==> src/verilog/noc_defines.svh <==
// widths assume a 4x4 mesh with two VCs; NOC_VC_W must cover NOC_N_VC and a head flit needs 2*NOC_COORD_W data bits
`ifndef NOC_DEFINES_SVH
`define NOC_DEFINES_SVH

// number of virtual channels sharing the single input channel
`define NOC_N_VC 2

// bits needed to index one virtual channel
`define NOC_VC_W 1

// width of one mesh coordinate, two bits give a 4x4 mesh
`define NOC_COORD_W 2

// flit payload width
// a head flit carries x_dest in the low coordinate field and y_dest just above it
`define NOC_DATA_W 32

`endif

==> src/verilog/noc_pkg.sv <==
// shared types only; widths come from the defines header, and the port enum order fixes the one-hot bit order
`default_nettype none

`include "noc_defines.svh"

package noc_pkg;

  // the five router outputs, one bit each in a port vector
  localparam int unsigned N_PORTS = 5;

  // index of a virtual channel on the input link
  typedef logic [`NOC_VC_W-1:0] vc_id_t;

  // one mesh coordinate, used for both x and y
  typedef logic [`NOC_COORD_W-1:0] coord_t;

  // flit payload, head flits hold {y_dest, x_dest} in the low bits
  typedef logic [`NOC_DATA_W-1:0] flit_data_t;

  // head_tail marks a packet made of a single flit
  typedef enum logic [1:0] {
    FLIT_HEAD,
    FLIT_BODY,
    FLIT_TAIL,
    FLIT_HEAD_TAIL
  } flit_type_t;

  // the enum value is also the bit position in port_vec_t
  typedef enum logic [2:0] {
    PORT_NORTH,
    PORT_SOUTH,
    PORT_WEST,
    PORT_EAST,
    PORT_LOCAL
  } out_port_t;

  // one-hot output port select, north at bit 0
  typedef logic [N_PORTS-1:0] port_vec_t;

  // per-VC packet tracking
  typedef enum logic {
    VC_IDLE,
    VC_IN_PKT
  } vc_state_t;

endpackage

`default_nettype wire

==> src/verilog/flit_if.sv <==
// carries one accepted flit per cycle with no ready signal, so the receiver must take it when valid is high
`timescale 1ns/1ps
`default_nettype none

interface flit_if
  import noc_pkg::*;
();

  // high only in cycles that hold an accepted flit
  logic       valid;
  vc_id_t     vc;
  flit_type_t ftype;
  flit_data_t data;

  // driven by the control block after the acceptance check
  modport sender (
    output valid,
    output vc,
    output ftype,
    output data
  );

  // sampled by the switch register stage
  modport receiver (
    input valid,
    input vc,
    input ftype,
    input data
  );

endinterface

`default_nettype wire

==> src/verilog/vc_state_ctrl.sv <==
// accepts or drops each flit in the cycle it arrives; drop_o is one cycle late and a dropped flit leaves its VC untouched
`timescale 1ns/1ps
`default_nettype none

`include "noc_defines.svh"

module vc_state_ctrl
  import noc_pkg::*;
(
  input  wire             clk,
  input  wire             arst,
  input  wire             flit_valid_i,
  input  wire vc_id_t     flit_vc_i,
  input  wire flit_type_t flit_type_i,
  input  wire flit_data_t flit_data_i,
  output logic            head_accept_o,
  output logic            body_accept_o,
  flit_if.sender          flit_o,
  output logic            drop_o
);

  // one packet tracker per virtual channel
  vc_state_t vc_state_q [`NOC_N_VC];

  // state of the addressed VC and what it becomes after this flit
  vc_state_t cur_state;
  vc_state_t nxt_state;
  logic      drop_d;

  always_comb begin
    cur_state     = vc_state_q[flit_vc_i];
    nxt_state     = cur_state;
    head_accept_o = 1'b0;
    body_accept_o = 1'b0;
    drop_d        = 1'b0;

    if (flit_valid_i) begin
      unique case (cur_state)
        VC_IDLE: begin
          // only a packet start is legal on an idle VC
          if (flit_type_i == FLIT_HEAD) begin
            head_accept_o = 1'b1;
            nxt_state     = VC_IN_PKT;
          end else if (flit_type_i == FLIT_HEAD_TAIL) begin
            // a single-flit packet opens and closes in the same cycle
            head_accept_o = 1'b1;
          end else begin
            drop_d = 1'b1;
          end
        end
        VC_IN_PKT: begin
          // inside a packet only body or tail may follow
          if (flit_type_i == FLIT_BODY) begin
            body_accept_o = 1'b1;
          end else if (flit_type_i == FLIT_TAIL) begin
            body_accept_o = 1'b1;
            nxt_state     = VC_IDLE;
          end else begin
            // a second head would interleave two packets on one VC
            drop_d = 1'b1;
          end
        end
        default: begin
          drop_d = 1'b1;
        end
      endcase
    end
  end

  // only the addressed VC can change, and a drop keeps nxt_state equal to cur_state
  always_ff @(posedge clk or posedge arst) begin
    if (arst) begin
      vc_state_q <= '{default: VC_IDLE};
      drop_o     <= 1'b0;
    end else begin
      if (flit_valid_i) begin
        vc_state_q[flit_vc_i] <= nxt_state;
      end
      drop_o <= drop_d;
    end
  end

  // the accepted flit goes on to the switch, a dropped one shows up with valid low
  assign flit_o.valid = head_accept_o | body_accept_o;
  assign flit_o.vc    = flit_vc_i;
  assign flit_o.ftype = flit_type_i;
  assign flit_o.data  = flit_data_i;

  // the route computer relies on seeing at most one kind of accept per cycle
  a_accept_excl : assert property (
    @(posedge clk) disable iff (arst)
    !(head_accept_o && body_accept_o)
  ) else $error("head and body accept raised together");

  // a drop report must trace back to a real flit one cycle earlier
  a_drop_has_flit : assert property (
    @(posedge clk) disable iff (arst)
    drop_o |-> $past(flit_valid_i)
  ) else $error("drop_o without a flit in the previous cycle");

endmodule

`default_nettype wire

==> src/verilog/route_compute.sv <==
// X-then-Y routing for a router at (ROUTER_X_ID, ROUTER_Y_ID); body and tail flits reuse the port stored by their VC's head
`timescale 1ns/1ps
`default_nettype none

`include "noc_defines.svh"

module route_compute
  import noc_pkg::*;
#(
  parameter int unsigned ROUTER_X_ID = 0,
  parameter int unsigned ROUTER_Y_ID = 0
) (
  input  wire             clk,
  input  wire             arst,
  input  wire             head_accept_i,
  input  wire             body_accept_i,
  input  wire vc_id_t     vc_i,
  input  wire flit_data_t head_data_i,
  output port_vec_t       port_o
);

  // router position in coordinate width
  coord_t router_x;
  coord_t router_y;

  // destination fields of the head flit
  coord_t x_dest;
  coord_t y_dest;

  // port picked for a new head, and the port actually used this cycle
  out_port_t head_port;
  out_port_t sel_port;

  // last head route per VC
  out_port_t route_tbl_q [`NOC_N_VC];

  assign router_x = coord_t'(ROUTER_X_ID);
  assign router_y = coord_t'(ROUTER_Y_ID);

  // x sits in the lowest field, y right above it
  assign x_dest = head_data_i[`NOC_COORD_W-1:0];
  assign y_dest = head_data_i[2*`NOC_COORD_W-1:`NOC_COORD_W];

  always_comb begin
    head_port = PORT_NORTH;
    if (x_dest == router_x && y_dest == router_y) begin
      // the packet has reached its target tile
      head_port = PORT_LOCAL;
    end else if (x_dest == router_x) begin
      // x is already resolved, so travel along y
      if (y_dest < router_y) begin
        head_port = PORT_WEST;
      end else begin
        head_port = PORT_EAST;
      end
    end else begin
      // x is corrected first; a larger x lies to the south
      if (x_dest > router_x) begin
        head_port = PORT_SOUTH;
      end else begin
        head_port = PORT_NORTH;
      end
    end
  end

  // a head uses its fresh decision, everything else follows the table
  assign sel_port = head_accept_i ? head_port : route_tbl_q[vc_i];

  always_comb begin
    port_o = '0;
    if (head_accept_i || body_accept_i) begin
      // enum value doubles as the bit index
      port_o = port_vec_t'(1) << sel_port;
    end
  end

  // the new route is visible to the next flit of the same VC
  always_ff @(posedge clk or posedge arst) begin
    if (arst) begin
      route_tbl_q <= '{default: PORT_NORTH};
    end else if (head_accept_i) begin
      route_tbl_q[vc_i] <= head_port;
    end
  end

  // a stored entry out of the enum range would leave the port vector empty
  a_port_onehot : assert property (
    @(posedge clk) disable iff (arst)
    (head_accept_i || body_accept_i) ? $onehot(port_o) : (port_o == '0)
  ) else $error("port select does not match the accept strobes");

endmodule

`default_nettype wire

==> src/verilog/port_switch.sv <==
// one register stage with no back-pressure; payload outputs only hold meaning while port_valid_o is nonzero
`timescale 1ns/1ps
`default_nettype none

module port_switch
  import noc_pkg::*;
(
  input  wire            clk,
  input  wire            arst,
  flit_if.receiver       flit_i,
  input  wire port_vec_t port_i,
  output port_vec_t      port_valid_o,
  output flit_data_t     port_data_o,
  output vc_id_t         port_vc_o,
  output flit_type_t     port_type_o
);

  // port select masked by the flit valid, so a dropped flit reaches no port
  port_vec_t port_valid_d;

  assign port_valid_d = flit_i.valid ? port_i : '0;

  // valids are control and return to zero on reset
  always_ff @(posedge clk or posedge arst) begin
    if (arst) begin
      port_valid_o <= '0;
    end else begin
      port_valid_o <= port_valid_d;
    end
  end

  // payload is loaded only with an accepted flit and otherwise keeps the last one
  always_ff @(posedge clk) begin
    if (flit_i.valid) begin
      port_data_o <= flit_i.data;
      port_vc_o   <= flit_i.vc;
      port_type_o <= flit_i.ftype;
    end
  end

  // all five ports share one payload, so two valids at once would duplicate a flit
  a_valid_onehot0 : assert property (
    @(posedge clk) disable iff (arst)
    $onehot0(port_valid_o)
  ) else $error("more than one output port valid");

endmodule

`default_nettype wire

==> src/verilog/noc_input_unit.sv <==
// one router input port with no buffering or credits; every output port is assumed to accept each cycle
`timescale 1ns/1ps
`default_nettype none

module noc_input_unit
  import noc_pkg::*;
#(
  parameter int unsigned ROUTER_X_ID = 0,
  parameter int unsigned ROUTER_Y_ID = 0
) (
  input  wire             clk,
  input  wire             arst,
  input  wire             flit_valid_i,
  input  wire vc_id_t     flit_vc_i,
  input  wire flit_type_t flit_type_i,
  input  wire flit_data_t flit_data_i,
  output port_vec_t       port_valid_o,
  output flit_data_t      port_data_o,
  output vc_id_t          port_vc_o,
  output flit_type_t      port_type_o,
  output logic            drop_o
);

  // accept strobes from the control block to the route computer
  logic head_accept;
  logic body_accept;

  // combinational port choice for the flit in this cycle
  port_vec_t port_sel;

  // accepted flit between the control block and the switch
  flit_if u_flit_if ();

  // packet-order check, decides in the arrival cycle
  vc_state_ctrl u_vc_state_ctrl (
    .clk           (clk),
    .arst          (arst),
    .flit_valid_i  (flit_valid_i),
    .flit_vc_i     (flit_vc_i),
    .flit_type_i   (flit_type_i),
    .flit_data_i   (flit_data_i),
    .head_accept_o (head_accept),
    .body_accept_o (body_accept),
    .flit_o        (u_flit_if.sender),
    .drop_o        (drop_o)
  );

  // the raw payload feeds routing, it is only decoded on head_accept
  route_compute #(
    .ROUTER_X_ID (ROUTER_X_ID),
    .ROUTER_Y_ID (ROUTER_Y_ID)
  ) u_route_compute (
    .clk           (clk),
    .arst          (arst),
    .head_accept_i (head_accept),
    .body_accept_i (body_accept),
    .vc_i          (flit_vc_i),
    .head_data_i   (flit_data_i),
    .port_o        (port_sel)
  );

  // the only register stage on the flit path
  port_switch u_port_switch (
    .clk          (clk),
    .arst         (arst),
    .flit_i       (u_flit_if.receiver),
    .port_i       (port_sel),
    .port_valid_o (port_valid_o),
    .port_data_o  (port_data_o),
    .port_vc_o    (port_vc_o),
    .port_type_o  (port_type_o)
  );

endmodule

`default_nettype wire

==> config.mk <==
export PLATFORM = sky130hd
export DESIGN_NAME = noc_input_unit
export DESIGN_NICKNAME = d
export VERILOG_FILES = /design/src/verilog/noc_pkg.sv /design/src/verilog/flit_if.sv /design/src/verilog/vc_state_ctrl.sv /design/src/verilog/route_compute.sv /design/src/verilog/port_switch.sv /design/src/verilog/noc_input_unit.sv
export VERILOG_INCLUDE_DIRS = /design/src /design/src/verilog
export SDC_FILE = /design/constraint.sdc
export NUM_CORES = 1
export LEC_CHECK = 0
export BUFFER_PORTS_ARGS = -buffer_cell sky130_fd_sc_hd__buf_2
export CELL_PAD_IN_SITES_DETAIL_PLACEMENT = 0
export CELL_PAD_IN_SITES_GLOBAL_PLACEMENT = 1
export CORE_ASPECT_RATIO = 1.75
export CORE_UTILIZATION = 35
export DETAILED_ROUTE_END_ITERATION = 10
export PLACE_DENSITY = 0.73
export SYNTH_ARGS = -nofsm -noshare
export SYNTH_HDL_FRONTEND = slang
export SYNTH_SLANG_ARGS = --single-unit
==> constraint.sdc <==
create_clock -name clk -period 2.7 [get_ports clk]
set_input_delay 0.54 -clock clk [delete_from_list [all_inputs] [get_ports clk]]
set_output_delay 0.54 -clock clk [all_outputs]
set_load 0.02 [all_outputs]
## After elaboration in Yosys (flattened, before gate mapping)

Index checks and enable logic that the tools add are counted.

| operators by class | value |
|---|---|
| magnitude comparators | 4 |
| eq/ne operators | 3 |
| shift-type cells | 1 |
| multiplexer cells | 37 |
| bitwise logic cells | 3 |
| reduce and logical (&&, ||, !) cells | 6 |

Operator list:

| kind | number |
|---|---|
| two-way mux 1 bit | 22 |
| two-way mux 3 bit | 7 |
| two-way mux 5 bit | 2 |
| bitwise mux 6 bit | 1 |
| zero test 2 bit | 3 |
| left shift 1 x 3 -> 5 bit (first input constant) | 1 |
| == test 2 bit (second input constant) | 2 |
| < comparator 2 x 1 -> 1 bit (second input constant) | 2 |
| case mux 1 bit (2 select lines) | 2 |
| demux 3 bit (select 1 bit) | 1 |
| bitwise mux 2 bit | 1 |
| == test 2 x 1 -> 1 bit (second input constant) | 1 |
| >= comparator 2 bit (second input constant) | 1 |
| > comparator 2 x 1 -> 1 bit (second input constant) | 1 |
| logical AND 1 bit | 2 |
| NOT 1 -> 2 bit | 1 |
| demux 1 bit (select 1 bit) | 1 |
| logical OR 1 bit | 1 |
| NOT 1 bit | 1 |
| OR 1 bit | 1 |

| word-level totals | value |
|---|---|
| register bits | 49 |
| input bits | 38 |
| output and inout port bits | 41 |
| word-level logic and storage cells | 63 |

## Depth between registers and ports, before layout

Gate-level depths: netlist of the first run.

| depth | value |
|---|---|
| depth after elaboration | 10 |
| gate-level depth with buffers | 5 |
| mapped depth without buffers | 4 |

## Cells and area by module

Synthesis of the first run repeated with hierarchy kept, for this count alone.

| unflattened totals | value |
|---|---|
| cells, all modules | 139 |
| area, all modules | 2057.0 um2 |

Modules (own cells, without submodules):

| module | instances | cells an instance | area an instance (um2) | sequential area each (um2) |
|---|---|---|---|---|
| port_switch | 1 | 46 | 1211.2 | 1176.1 |
| vc_state_ctrl | 1 | 52 | 442.9 | 75.1 |
| route_compute | 1 | 41 | 402.9 | 150.1 |

## Worst setup path before layout of the first run

Ideal clock, no wire load.

| timing path | value |
|---|---|
| kind | input -> register |
| start point | input flit_vc_i |
| end point | register u_port_switch.port_data_o[0] (enable) |
| setup time | 0.390 ns |
| data arrival time | 1.932 ns |
| required time | 2.310 ns |
| slack | 0.379 ns |
| stages on the path | 5 |
| path buffers | 1 |
| cells stage by stage | buf_6 -> mux2i_4 -> xnor2_1 -> nand2_1 -> inv_1 |

| between the ends | value |
|---|---|
| cells in the longest elaborated chain, start to end | 7 |
| elaborated cells between the ends (all ways) | 9 |
| those cells by class | mux (7); bitwise (2) |

RTL lines:

| element | RTL line | source |
|---|---|---|
| from (decl) | noc_input_unit.sv:14 | `input wire vc_id_t flit_vc_i,` |
| NOT 1 -> 2 bit (implied by the code) * | vc_state_ctrl.sv:31 | `cur_state = vc_state_q[flit_vc_i];` |
| two-way mux 1 bit (implied by the code) * (3 in series) | vc_state_ctrl.sv:31 |  |
| two-way mux 1 bit | vc_state_ctrl.sv:38 | `unique case (cur_state)` |
| two-way mux 1 bit | vc_state_ctrl.sv:37 | `if (flit_valid_i) begin` |
| OR 1 bit * | vc_state_ctrl.sv:84 | `assign flit_o.valid = head_accept_o \| body_accept_o;` |
| net u_flit_if.valid | flit_if.sv:10 | `logic valid;` |
| to (signal assigned) | port_switch.sv:35 | `port_data_o <= flit_i.data;` |
| to (decl) | port_switch.sv:13 | `output flit_data_t port_data_o,` |

The timed path passes the listed nets; every way through them passes the cells marked *. The select of a mux whose other input is x is not followed.
A chain may end at the register's enable or synchronous reset.

## Final worst setup path of the first run

| timing path | value |
|---|---|
| start point | input flit_vc_i |
| end point | register u_port_switch.port_data_o[11] (enable) |

The elaborated chain is that of the path after synthesis.

==> run_results.csv, run 1 <==
group,metric,value,unit
status,status,"finished, final reports clean",
finish,drive_gt1_share,55.4,%
sta,fmax,0.569,GHz
clock_network,ctsResizeCount,0,
clock_network,cts_setup_buffers,0,
place,place_ws,0.615,ns
clock_network,htreeDepth,2,
finish,syn2layout_area_growth,31.9,%
sta,setup_ws,0.943,ns
place,io_buffer_count,78,
die,core,4710,µm²
synth,ys_types,26,
power_and_ir_drop,finalPower,1.64,mW
setup_path,path_max_fanout,35,
sta,fin_skew,0.00365,ns
sta,tns,0,ns
sta,setup_viol,0,
clock_network,tritoncts,"done",
finish,antennaDiodeCount,0,
die,pin_count,79,
die,start_util,36.9,%
power_and_ir_drop,p_per_area,716,nW/µm²
finish,instances_no_fill,229,
synth,synthCells,91,
setup_path,crit_required,2.70,ns
drt,wire_per_inst,14.0,µm
drt,wl,3210,µm
finish,fin_util,48.7,%
power_and_ir_drop,max-vdd-ir-drop,0.000416,V
clock_network,numClockSinks,49,
setup_path,endpoint_kind,"register",
sta,worst_slew_pin_slew,0.562,ns
grt,grt-ovfl-total,0,
sta,whs,0.258,ns
sta,period_share,65.1,%
clock_network,cts_buffer_depth,2,
drt,vias,1061,
die,die_h,95.2,µm
synth,syn_avg_cell_area,19.1,µm²
sta,slew_violations,0,
clock_network,hold_buffers,0,
synth,synth_seq_cells,49,
place,numPlacedInstances,221,
clock_network,numCtsBuffers,5,
grt,grt_pass1_wl,5130,µm
sta,slew_headroom,62.2,%
grt,grt_use_total,12.9,%
setup_path,critical_path_class,"input port to register",
clock_network,clkSlewWorstSetupHoldPaths,0.09,ns
place,place.gp.congestion,0.677,
synth,ys_seq_area_share,80.6,%
worst_hold_path,hold_path.class,"input port to async pin",
setup_path,cp-start-kind,"input port",
synth,synth_warnings,0,
die,num_rows,33,
drt,route.detailed.drc,0,
clock_network,cts_root_buf,"clkbuf_8",
grt,grt_max_degree,36,
synth,synth_nets,129,
sta,fin_crit,1.76,ns
finish,nets,214,
clock_network,clk_latency,0.30,ns
sta,finalHoldViolCount,0,
drt,vias_per_cell,4.63,
grt,grt_pass1_vias,1068,
place,place_area,2200,µm²
drt,dr.pass1.iters,6,
grt,antenna_found_initial,0,
die,die_w,55.3,µm
drt,detail-route-antenna-nets,0,
drt,dr.first_iter.drc_count,24,
setup_path,cp-startpoint,"flit_vc_i",
finish,fin_area,2290,µm²
setup_path,r2r-start,"u_vc_state_ctrl.vc_state_q[1]",
setup_path,worstPathArrival,1.75,ns
power_and_ir_drop,leakage,0.998,nW
place,post-dp-hpwl,2480,µm
sta,rsz0062_at_grt,"no",
flow_run,maxCapViolCount,0,
die,die_area,5260,µm²
synth,synth.cell_area,1740,µm²
layer usage:
| layer | up-vias | wire length (µm) | track usage [%] |
|---|---|---|---|
| met3 | 6 | 248 | 3.66 |
| met4 | 0 | 67 | 6.88 |
| li1 | 514 | - | - |
| met2 | 54 | 1760 | 23.2 |
| met1 | 487 | 1130 | 13.4 |
| met5 | - | 0 | 0 |
synth_stat cells:
library cell  instances  area, µm²
xnor2_1               2       17.5
nor2_1                3       11.3
o21ai_0               2       10.0
nor4b_2               1       15.0
nor4_1                1       6.26
nand2b_1              1       6.26
nand3_1               1       5.00
nand2_1               4       15.0
buf_6                 1       11.3
mux2_4                1       15.0
and3b_1               1       8.76
a21boi_1              1       7.51
mux2i_4               1       22.5
mux2i_1               2       20.0
a21oi_1               1       5.00
edfxtp_1             35       1050
nand3b_1              1       7.51
nand4_1               1       6.26
nor3b_1               3       22.5
dfrtp_1              14        350
nor2b_1               1       6.26
nor3_1                2       10.0
inv_1                 2       7.51
mux2_2                7       78.8
o2111ai_2             1       15.0
and3_1                1       6.26
cell families (layout without fill, tap and decap cells):
family,after synthesis,count (layout),synth area share (%)
compound gates,5,5,2.16
xor+xnor,2,2,1.01
simple gates,21,21,7.27
buf+inv,3,89,1.08
mux,11,11,7.85
flops,49,49,80.6
power by group:
group | total [mW] | internal, mW | switching (mW)
Combinational | 0.290 | 0.107 | 0.183
Sequential | 0.926 | 0.902 | 0.0233
Clock | 0.426 | 0.184 | 0.242
final timing paths:
check / to / slack, ns / cells past startpoint
worst max-delay path: u_port_switch.port_data_o[11] / 0.94 / 6
worst min-delay path: u_port_switch.port_valid_o[4] / 0.26 / 2
worst max register to register: u_port_switch.port_data_o[11] / 1.12 / 5
worst min register to register: u_route_compute.route_tbl_q[5] / 0.51 / 1
max in group asynchronous: u_route_compute.route_tbl_q[5] / 2.10 / 2
min in group clk: u_port_switch.port_data_o[24] / 0.41 / 1
placed cells by master (no fill, tap or decap), types with 2 or more instances in the layout:
cell,count
o21ai_0,2
mux2_2,7
nor3b_1,3
nor2_1,3
buf_2,78
xnor2_1,2
clkbuf_8,5
mux2i_1,2
inv_1,2
edfxtp_1,35
dfrtp_1,14
nand2_1,4
nor3_1,2
area by class of cell:
class | instances | area, µm²
fill | 410 | 2410
clock buffer | 5 | 68.8
inverter | 2 | 7.51
timing repair buffer | 79 | 410
multi-input combinational | 39 | 318
tap | 52 | 65.1
sequential | 49 | 1400
clock inverter | 3 | 21.3
critical path, stage by stage:
cell	delay (ns)
buf_2	0.22
mux2i_4	0.31
xnor2_1	0.21
nand2_1	0.14
inv_1	0.11
buf_12	0.22
registers in the layout (all words and copies together) (netlist names):
name / count
u_port_switch.port_type_o: 2
u_vc_state_ctrl.vc_state_q: 2
u_route_compute.route_tbl_q: 6
u_vc_state_ctrl.drop_o: 1
u_port_switch.port_data_o: 32
u_port_switch.port_valid_o: 5
u_port_switch.port_vc_o: 1
Note: power is estimated with default switching activity, not from simulation.
==> inputs of run 2 (changes only) <==
--- a/config.mk
+++ b/config.mk
@@ -10,9 +10,9 @@
 export CELL_PAD_IN_SITES_DETAIL_PLACEMENT = 0
 export CELL_PAD_IN_SITES_GLOBAL_PLACEMENT = 1
 export CORE_ASPECT_RATIO = 1.75
-export CORE_UTILIZATION = 35
+export CORE_UTILIZATION = 33
 export DETAILED_ROUTE_END_ITERATION = 10
-export PLACE_DENSITY = 0.73
+export PLACE_DENSITY = 0.72
 export SYNTH_ARGS = -nofsm -noshare
 export SYNTH_HDL_FRONTEND = slang
 export SYNTH_SLANG_ARGS = --single-unit
==> constraint.sdc (replaced) <==
create_clock -name clk -period 1.6 [get_ports clk]
set_input_delay 0.32 -clock clk [delete_from_list [all_inputs] [get_ports clk]]
set_output_delay 0.32 -clock clk [all_outputs]
set_load 0.02 [all_outputs]
==> run_results.csv, run 2 (same netlist as run 1, synthesis figures left out) <==
group,metric,value,unit
clock_network,clk_latency,0.30,ns
power_and_ir_drop,p_per_area,1200,nW/µm²
sta,tns,0,ns
setup_path,crit_required,1.60,ns
finish,drive_gt1_share,58.8,%
clock_network,numCtsBuffers,5,
worst_hold_path,hold_path.class,"input port to async pin",
flow_run,maxCapViolCount,0,
sta,fin_skew,0.00520,ns
sta,period_share,93.9,%
finish,final_cell_mix,"buf_2 (78), edfxtp_1 (35), dfrtp_1 (14)",
power_and_ir_drop,finalPower,2.82,mW
finish,mostFrequentLayoutCell,"buf_2",
setup_path,critical_path_class,"register to register",
setup_path,r2r-end,"u_port_switch.port_data_o[17]",
clock_network,cts_root_buf,"clkbuf_8",
setup_path,worstPathArrival,1.50,ns
setup_path,reg2reg_depth,5,
clock_network,htreeDepth,2,
drt,detail-route-antenna-nets,0,
finish,antennaDiodeCount,0,
clock_network,clkSlewWorstSetupHoldPaths,0.09,ns
sta,worst_slew_pin_slew,0.535,ns
place,place.gp.congestion,0.705,
setup_path,r2r-start,"u_vc_state_ctrl.vc_state_q[0]",
drt,wire_per_inst,13.6,µm
sta,slew_violations,0,
setup_path,cp-startpoint,"u_vc_state_ctrl.vc_state_q[0]",
die,core,5020,µm²
sta,slew_headroom,64.3,%
drt,wl,3220,µm
setup_path,cp-endpoint,"u_port_switch.port_data_o[17]",
finish,syn2layout_area_growth,35.7,%
die,num_rows,34,
setup_path,endpoint_kind,"register",
die,pin_count,79,
grt,antenna_found_initial,0,
grt,grt_use_total,12.3,%
sta,rsz0062_at_grt,"no",
drt,dr.pass1.iters,7,
sta,finalHoldViolCount,0,
setup_path,regToRegSetupSlack,0.1,ns
clock_network,cts_setup_buffers,0,
drt,vias,1099,
finish,largest_reg_flops,32,
sta,fmax,0.666,GHz
sta,fin_crit,1.50,ns
drt,vias_per_cell,4.66,
status,violations,"design-rule violations",
finish,instances_no_fill,236,
finish,nets,219,
place,post-dp-hpwl,2550,µm
finish,top_regs,"u_port_switch.port_data_o (32), u_route_compute.route_tbl_q (6), u_port_switch.port_valid_o (5)",
die,die_area,5570,µm²
grt,grt_max_degree,25,
clock_network,numClockSinks,49,
setup_path,cp-start-kind,"register",
drt,route.detailed.drc,25,
setup_path,path_max_fanout,11,
place,io_buffer_count,78,
sta,setup_viol,0,
clock_network,hold_buffers,0,
power_and_ir_drop,leakage,1.02,nW
finish,largest-register,"u_port_switch.port_data_o",
grt,grt_pass1_vias,1196,
clock_network,ctsResizeCount,0,
die,die_h,98,µm
clock_network,cts_buffer_depth,2,
power_and_ir_drop,max-vdd-ir-drop,0.000436,V
place,numPlacedInstances,228,
grt,grt_pass1_wl,5180,µm
grt,grt-ovfl-total,0,
die,die_w,56.9,µm
status,status,"finished, violations left",
drt,dr.first_iter.drc_count,48,
die,start_util,34.6,%
clock_network,tritoncts,"done",
## run 2: area by class of cell
type                       count  area (µm²)
inverter                       2        11.3
clock buffer                   5        68.8
multi-input combinational     39         335
timing repair buffer          84         448
clock inverter                 3        26.3
sequential                    49        1400
fill                         457        2660
tap                           54        67.6
## run 2: critical path, stage by stage, from the launching register on
cell and delay (ns):
dfrtp_1 0.42, mux2i_4 0.23, xnor2_2 0.15, nand2_2 0.10
clkinvlp_4 0.10, buf_4 0.20
## run 2: where the power goes
group | total, mW | internal [mW] | switching [mW]
clock network | 0.733 | 0.318 | 0.416
logic | 0.527 | 0.206 | 0.321
registers | 1.56 | 1.52 | 0.0383
total | 2.82 | 2.05 | 0.775
## run 2: routing by layer
layer	vias up	track usage (%)	share of wire [%]
met5	-	0	0
met4	0	5.63	0
met3	0	3.31	8.9
met2	54	25.6	61
met1	527	9.85	30
li1	518	-	-
## run 2: stage by stage
step / setup slack (ns) / hold WS, ns / instance area (µm²) / util (%)
floorplan: -0.163 / 0.209 / 1770 / -
global placement: 0.00196 / 0.379 / 2260 / 45.1
detailed placement: -0.0336 / 0.397 / 2260 / 45.1
CTS: 0.0861 / 0.0686 / 2360 / 47.0
global route: 0.000319 / 0.0799 / 2360 / 47.0
finish: 0.0977 / 0.0533 / 2360 / 47.0
## run 2: worst min-delay path by stage
stage | to | slack [ns] | cells after the start
after floorplan | u_port_switch.port_valid_o[0] | 0.21 | 1
after global placement | u_vc_state_ctrl.drop_o | 0.38 | 2
after detailed placement | u_vc_state_ctrl.drop_o | 0.40 | 2
after CTS | u_port_switch.port_valid_o[4] | 0.07 | 2
after global routing | u_port_switch.port_valid_o[4] | 0.08 | 2
final | u_port_switch.port_valid_o[4] | 0.05 | 2
